==> src/adc_cmd_pkg.sv <==
/*
  ADC bring-up command set and the two response codes that steer it.
  Only the upper 16 bits of a response are ever compared.
  The table order matters: index 2 to 8 is the configuration run.
*/
`default_nettype none

package adc_cmd_pkg;

	typedef logic [3:0] cmd_index_t;  // index into CMD_WORDS

	localparam int CMD_COUNT = 9;

	localparam logic [15:0] RESP_ID    = 16'hff04;  // device id reply, go to cmd 1
	localparam logic [15:0] RESP_SETUP = 16'h0655;  // setup ack, start config run

	// upper halves of the frames, sent in this order
	localparam logic [15:0] CMD_WORDS [CMD_COUNT] = '{
		16'h0000,  // 0 read id
		16'h0655,  // 1 setup
		16'h4b68,
		16'h4c3e,
		16'h4d02,
		16'h4e25,
		16'h4f0f,
		16'h0033,
		16'h0555   // 8 last one, next is cmd 0
	};

endpackage

`default_nettype wire

==> src/spi_frame_pkg.sv <==
/*
  Frame format shared by the SPI shift engine and the blocks around it.
  A frame is 32 bits, MSB first. The upper half carries the command and
  the lower half carries data, which is zero for every command sent here.
*/
`default_nettype none

package spi_frame_pkg;

	localparam int FRAME_BITS = 32;              // bits per SPI frame
	localparam int HALF_BITS  = FRAME_BITS / 2;  // command half, data half

	// one full frame as it travels on MOSI or MISO
	typedef struct packed {
		logic [HALF_BITS-1:0] cmd;   // upper half, sent first
		logic [HALF_BITS-1:0] data;  // lower half
	} frame_word_t;

	// what the shift engine hands back at the end of a frame
	typedef struct packed {
		logic        done;  // one clock, end of frame
		frame_word_t rx;    // word captured from MISO, valid with done
	} frame_result_t;

endpackage

`default_nettype wire

==> src/adc_cmd_table.sv <==
/*
  Command index and its stepping rule. The index moves only on
  result.done and is steered by the upper half of the captured word.
  tx_word is stable between frames, so the engine may load it any time.
*/
`timescale 1ns/1ps
`default_nettype none

module adc_cmd_table (
	input  logic                         SPI_SCLK_internal_use,
	input  logic                         reset_n,
	input  spi_frame_pkg::frame_result_t result,
	output spi_frame_pkg::frame_word_t   tx_word
);
	import adc_cmd_pkg::*;

	localparam cmd_index_t RUN_FIRST = cmd_index_t'(2);
	localparam cmd_index_t RUN_LAST  = cmd_index_t'(CMD_COUNT - 1);

	cmd_index_t idx;
	cmd_index_t idx_next;

	// response decode, id and setup replies win over stepping
	always_comb
	begin
		if (result.rx.cmd == RESP_ID)
			idx_next = cmd_index_t'(1);
		else if (result.rx.cmd == RESP_SETUP)
			idx_next = RUN_FIRST;
		else if (idx >= RUN_FIRST && idx < RUN_LAST)
			idx_next = idx + 1'b1;  // walk the config run
		else
			idx_next = '0;  // after last cmd or a neutral reply
	end

	always_ff @(posedge SPI_SCLK_internal_use or negedge reset_n)
	begin
		if (!reset_n)
			idx <= '0;
		else if (result.done)
			idx <= idx_next;
	end

	assign tx_word = '{cmd: CMD_WORDS[idx], data: '0};

endmodule

`default_nettype wire

==> src/adc_spi_master.sv <==
/*
  SPI master for ADC bring-up. Everything runs on SPI_SCLK_internal_use;
  sclk is divided down by 2*SCLK_HALF. Mode 0 only.
  One frame per trigger, no handshake: trigger is a plain level.
*/
`timescale 1ns/1ps
`default_nettype none

module adc_spi_master #(
	parameter int SCLK_HALF    = 3,   // clocks per sclk half period
	parameter int RESET_CYCLES = 20   // adc reset pulse length
) (
	input  logic SPI_SCLK_internal_use,
	input  logic reset_n,
	input  logic trigger,
	input  logic miso,
	output logic sclk,
	output logic mosi,
	output logic cs_n,
	output logic adc_reset_n
);
	import spi_frame_pkg::*;

	logic          frame_start;
	frame_word_t   tx_word;
	frame_result_t result;

	adc_spi_sequencer #(
		.RESET_CYCLES(RESET_CYCLES)
	) sequencer_inst (
		.SPI_SCLK_internal_use(SPI_SCLK_internal_use),
		.reset_n              (reset_n),
		.trigger              (trigger),
		.result               (result),
		.frame_start          (frame_start),
		.cs_n                 (cs_n),
		.adc_reset_n          (adc_reset_n)
	);

	adc_cmd_table cmd_table_inst (
		.SPI_SCLK_internal_use(SPI_SCLK_internal_use),
		.reset_n              (reset_n),
		.result               (result),
		.tx_word              (tx_word)
	);

	spi_shift_engine #(
		.SCLK_HALF(SCLK_HALF)
	) shift_engine_inst (
		.SPI_SCLK_internal_use(SPI_SCLK_internal_use),
		.reset_n              (reset_n),
		.frame_start          (frame_start),
		.tx_word              (tx_word),
		.miso                 (miso),
		.sclk                 (sclk),
		.mosi                 (mosi),
		.result               (result)
	);

endmodule

`default_nettype wire

==> src/adc_spi_sequencer.sv <==
/*
  Holds adc_reset_n low for RESET_CYCLES clocks after reset, then frames
  one transaction per trigger. Triggers during the reset pulse or a frame
  are dropped. cs_n stays high at least two clocks between frames.
*/
`timescale 1ns/1ps
`default_nettype none

module adc_spi_sequencer #(
	parameter int RESET_CYCLES = 20
) (
	input  logic                         SPI_SCLK_internal_use,
	input  logic                         reset_n,
	input  logic                         trigger,
	input  spi_frame_pkg::frame_result_t result,
	output logic                         frame_start,
	output logic                         cs_n,
	output logic                         adc_reset_n
);
	localparam int CNT_W = $clog2(RESET_CYCLES + 1);
	localparam logic [CNT_W-1:0] CNT_LAST = CNT_W'(RESET_CYCLES - 1);

	typedef enum logic [2:0] {
		ST_RST_PULSE,  // adc held in reset
		ST_WAIT,       // idle, looking for trigger
		ST_SETUP,      // cs_n low, one clock before sclk starts
		ST_BUSY,       // shift engine running
		ST_END         // cs_n back high
	} seq_state_t;

	seq_state_t       state;
	logic [CNT_W-1:0] rst_cnt;

	always_ff @(posedge SPI_SCLK_internal_use or negedge reset_n)
	begin
		if (!reset_n)
		begin
			state       <= ST_RST_PULSE;
			rst_cnt     <= '0;
			frame_start <= 1'b0;
			cs_n        <= 1'b1;
			adc_reset_n <= 1'b0;  // pulse starts right at reset release
		end
		else
		begin
			frame_start <= 1'b0;
			case (state)
				ST_RST_PULSE:
				begin
					if (rst_cnt == CNT_LAST)
					begin
						adc_reset_n <= 1'b1;
						state       <= ST_WAIT;
					end
					else
						rst_cnt <= rst_cnt + 1'b1;
				end
				ST_WAIT:
				begin
					if (trigger)
					begin
						cs_n  <= 1'b0;
						state <= ST_SETUP;
					end
				end
				ST_SETUP:
				begin
					frame_start <= 1'b1;  // cs setup time is this one clock
					state       <= ST_BUSY;
				end
				ST_BUSY:
				begin
					if (result.done)
					begin
						cs_n  <= 1'b1;
						state <= ST_END;
					end
				end
				ST_END:
					state <= ST_WAIT;  // guarantees cs_n high gap
				default:
					state <= ST_WAIT;
			endcase
		end
	end

endmodule

`default_nettype wire

==> src/spi_shift_engine.sv <==
/*
  Mode 0 shift engine: sclk idles low, miso sampled on the rising edge,
  mosi changes on the falling edge. A frame lasts 64*SCLK_HALF clocks
  from frame_start. frame_start is ignored while a frame runs.
*/
`timescale 1ns/1ps
`default_nettype none

module spi_shift_engine #(
	parameter int SCLK_HALF = 3
) (
	input  logic                         SPI_SCLK_internal_use,
	input  logic                         reset_n,
	input  logic                         frame_start,
	input  spi_frame_pkg::frame_word_t   tx_word,
	input  logic                         miso,
	output logic                         sclk,
	output logic                         mosi,
	output spi_frame_pkg::frame_result_t result
);
	import spi_frame_pkg::*;

	localparam int HALF_W  = $clog2(SCLK_HALF + 1);
	localparam int PHASE_W = $clog2(2 * FRAME_BITS);
	localparam logic [HALF_W-1:0]  HALF_LAST  = HALF_W'(SCLK_HALF - 1);
	localparam logic [PHASE_W-1:0] PHASE_LAST = PHASE_W'(2 * FRAME_BITS - 1);

	logic                  busy;
	logic [HALF_W-1:0]     half_cnt;   // clocks within an sclk half
	logic [PHASE_W-1:0]    phase_cnt;  // even: low half, odd: high half
	logic                  half_tick;
	logic                  load;
	logic                  done_q;
	logic [FRAME_BITS-1:0] tx_shift;
	logic [FRAME_BITS-1:0] rx_shift;
	frame_word_t           rx_word;

	assign half_tick = busy && (half_cnt == HALF_LAST);
	assign load      = frame_start && !busy;

	always_ff @(posedge SPI_SCLK_internal_use or negedge reset_n)
	begin
		if (!reset_n)
		begin
			busy      <= 1'b0;
			half_cnt  <= '0;
			phase_cnt <= '0;
			sclk      <= 1'b0;
			mosi      <= 1'b1;
			done_q    <= 1'b0;
		end
		else
		begin
			done_q <= 1'b0;
			if (load)
			begin
				busy      <= 1'b1;
				half_cnt  <= '0;
				phase_cnt <= '0;
				mosi      <= tx_word[FRAME_BITS-1];  // msb out before first rise
			end
			else if (half_tick)
			begin
				half_cnt  <= '0;
				phase_cnt <= phase_cnt + 1'b1;
				if (!phase_cnt[0])
					sclk <= 1'b1;  // rising edge
				else if (phase_cnt == PHASE_LAST)
				begin
					sclk   <= 1'b0;
					mosi   <= 1'b1;  // back to idle level
					busy   <= 1'b0;
					done_q <= 1'b1;
				end
				else
				begin
					sclk <= 1'b0;
					mosi <= tx_shift[FRAME_BITS-2];  // next bit on falling edge
				end
			end
			else if (busy)
				half_cnt <= half_cnt + 1'b1;
		end
	end

	// data path, only meaningful while busy
	always_ff @(posedge SPI_SCLK_internal_use)
	begin
		if (load)
			tx_shift <= tx_word;
		else if (half_tick && !phase_cnt[0])
			rx_shift <= {rx_shift[FRAME_BITS-2:0], miso};
		else if (half_tick && phase_cnt != PHASE_LAST)
			tx_shift <= {tx_shift[FRAME_BITS-2:0], 1'b0};
		if (half_tick && phase_cnt == PHASE_LAST)
			rx_word <= rx_shift;  // all 32 bits in by the last rise
	end

	assign result = '{done: done_q, rx: rx_word};

endmodule

`default_nettype wire
==> config.mk <==
export PLATFORM = sky130hd
export DESIGN_NAME = adc_spi_master
export DESIGN_NICKNAME = d
export VERILOG_FILES = /design/src/adc_cmd_pkg.sv /design/src/spi_frame_pkg.sv /design/src/adc_cmd_table.sv /design/src/adc_spi_master.sv /design/src/adc_spi_sequencer.sv /design/src/spi_shift_engine.sv
export SDC_FILE = /design/constraint.sdc
export NUM_CORES = 1
export LEC_CHECK = 0
export BUFFER_PORTS_ARGS = -buffer_cell sky130_fd_sc_hd__buf_2
export CAP_MARGIN = 15
export CORE_MARGIN = 2
export CORE_UTILIZATION = 70
export CTS_BUF_LIST = sky130_fd_sc_hd__clkbuf_4
export CTS_CLUSTER_DIAMETER = 120
export DETAILED_ROUTE_END_ITERATION = 10
export PLACE_DENSITY = 0.89
export SYNTH_ARGS = -nofsm -noshare
export SYNTH_HDL_FRONTEND = slang
export SYNTH_HIERARCHICAL = 1
export SYNTH_SLANG_ARGS = --single-unit
==> constraint.sdc <==
create_clock -name SPI_SCLK_internal_use -period 6.4 [get_ports SPI_SCLK_internal_use]
set_input_delay 1.28 -clock SPI_SCLK_internal_use [delete_from_list [all_inputs] [get_ports SPI_SCLK_internal_use]]
set_output_delay 1.28 -clock SPI_SCLK_internal_use [all_outputs]
set_load 0.05 [all_outputs]
==> run metrics <==
VDD IR max 0.0001967 V; vias after detailed routing 2493; setup TNS 0 ps; DRT iter0 DRCs 249; Final setup viols 0; cts hold-fix bufs 0; max cap viols 0; status finished clean; Max Slew Vio Count 0; element type at the critical path start register; total grt overflow 0; Final Critical Period 2587 ps; initial antenna violation count 0; period utilisation layout 40.42%; fin nets 374; global-route wire length before repair 11.67 mm; endpoint type of the worst setup path output port; Mapped Cells 359; combinational share of power 13.8%; CTS max path bufs 2; # IOs 8; sequential power share 64.1%; Resized Gates After CTS 0; root cell of the clock tree clkbuf_4; cell family with most CP delay flip-flops; Max Fanout on Critical Path 3; Final Hold Viols 0; leakage 1.888 nW; Cells after DPL 429; Sequential cell area 3050 sq um; Vert. Die Dim 84.49 um; H-tree Lvls 3; Via density 5.577; GRT Total Usage 21.57%; Area growth syn-to-layout 3.256%; dpl cell area 4508 sq um; sw frac 29.40%; HPWL Detailed 4.637 mm; fillcell total 419; Critical Path RT 5120 ps; Post-Layout Cell Count 447; final non-filler cell area 4682 sq um; largest net degree at the start of global routing 38; RSZ-0062 raised after global routing false; antenna diode count 0; clock network power share 22.1%; CTS clk-pin slew, worst paths 180 ps; Slowest cell on crit path dfstp_2; core area 6314 sq um; CP Cell Sequence buf_2; Initial Utilization 71.82%; slowest cell delay on critical path 580 ps; commonest non-fill, non-tap cell in the layout nand2_1; Min-Delay Path Class register to register; Worst Skew 18.88 ps; FMAX 386.6 MHz; vias in the first global route 2373; layout cell share with drive strength beyond 1 12.97%; Routed WL 6.942 mm; critical path class register to output port; post-CTS setup repair buffer count 0; clock sink total 106; die area 7138 sq um; Worst Path Arrival 1310 ps; num rows 29; Synth Cell Area 4534 sq um; # DRC 0; Slew @ Worst Pin 606.7 ps; Net Switching 0.4416 mW; Pwr Density 320.8 nW/um^2; most frequent cells in the layout nand2_1, edfxtp_1, dfrtp_1; Detailed Routing Iterations Pass 1 4; Relative slew margins 59.55%; clk_lat worst skew 460 ps; yosys warns 6; CTS buffer count 9; Multi-input gate area 1281 sq um; Critical path buffers and inverters 1; Die Width 84.49 um; CTS tree built; internal power 1.060 mW; input/output buffers 7; Antenna Violating Nets Remaining 0; wire per inst 15.53 um; routability cong. 0.8094; Post-Syn Area per Cell 12.63 sq um
power by group through the flow:
| stage | logic (mW) | clock network, mW | registers [mW] |
|---|---|---|---|
| 3_3_place_gp | 0.198 | 0 | 0.967 |
| 6_report | 0.208 | 0.331 | 0.963 |
| 2_1_floorplan | 0.158 | 0 | 0.974 |
| 4_1_cts | 0.210 | 0.338 | 0.962 |
| 3_5_place_dp | 0.211 | 0 | 0.977 |
| 5_1_grt | 0.234 | 0.371 | 0.976 |
final timing paths:
kind | slack [ps] | to | cells past startpoint | from
min in group asynchronous | 800 | shift_engine_inst/sclk | 1 | reset_n
max in group asynchronous | 5190 | shift_engine_inst/half_cnt[1] | 1 | reset_n
max reg2reg | 4530 | shift_engine_inst/result[25] | 4 | shift_engine_inst/phase_cnt[2]
min reg2reg | 440 | shift_engine_inst/rx_shift[6] | 0 | shift_engine_inst/rx_shift[5]
min | 440 | shift_engine_inst/rx_shift[6] | 0 | shift_engine_inst/rx_shift[5]
max | 3810 | cs_n | 1 | sequencer_inst/cs_n
metal layers:
layer  vias to the layer above  GRT usage [%]  share of wire [%]
li1                       1228              -                  -
met1                      1209          30.20                 44
met5                         -              0                  0
met3                         7          3.835                2.7
met2                        49          34.36                 52
met4                         0          8.514                1.2
final cells by class:
class                           count  share of cell area, %
Tap cell                           77                  2.058
Sequential cell                   106                  65.15
Clock inverter                      7                  1.710
Clock buffer                        9                  1.443
Inverter                            6                 0.4810
Timing Repair Buffer               12                  1.790
Multi-Input combinational cell    230                  27.37
state kept, by name, indices dropped and copies added (netlist names):
name and count:
shift_engine_inst/half_cnt 2, shift_engine_inst/done_q 1, shift_engine_inst/tx_shift 31, shift_engine_inst/result 16
sequencer_inst/rst_cnt 5, shift_engine_inst/phase_cnt 6, sequencer_inst/cs_n 1, shift_engine_inst/sclk 1
shift_engine_inst/mosi 1, shift_engine_inst/busy 1, sequencer_inst/adc_reset_n 1, sequencer_inst/state 3
sequencer_inst/frame_start 1, shift_engine_inst/rx_shift 32, cmd_table_inst/idx 4
stage by stage:
step / power (mW) / setup slack [ps] / util, % / hold WS (ps)
3_5_place_dp: 1.188 / 4183 / 71.40 / 406.3
2_1_floorplan: 1.132 / 3733 / - / 400.3
4_1_cts: 1.511 / 3798 / 73.74 / 446.5
6_report: 1.502 / 3813 / 74.16 / 443.7
3_3_place_gp: 1.165 / 4350 / 71.40 / 402.9
5_1_grt: 1.581 / 3756 / 74.16 / 458.3
Power figures use the tool's default switching activity.
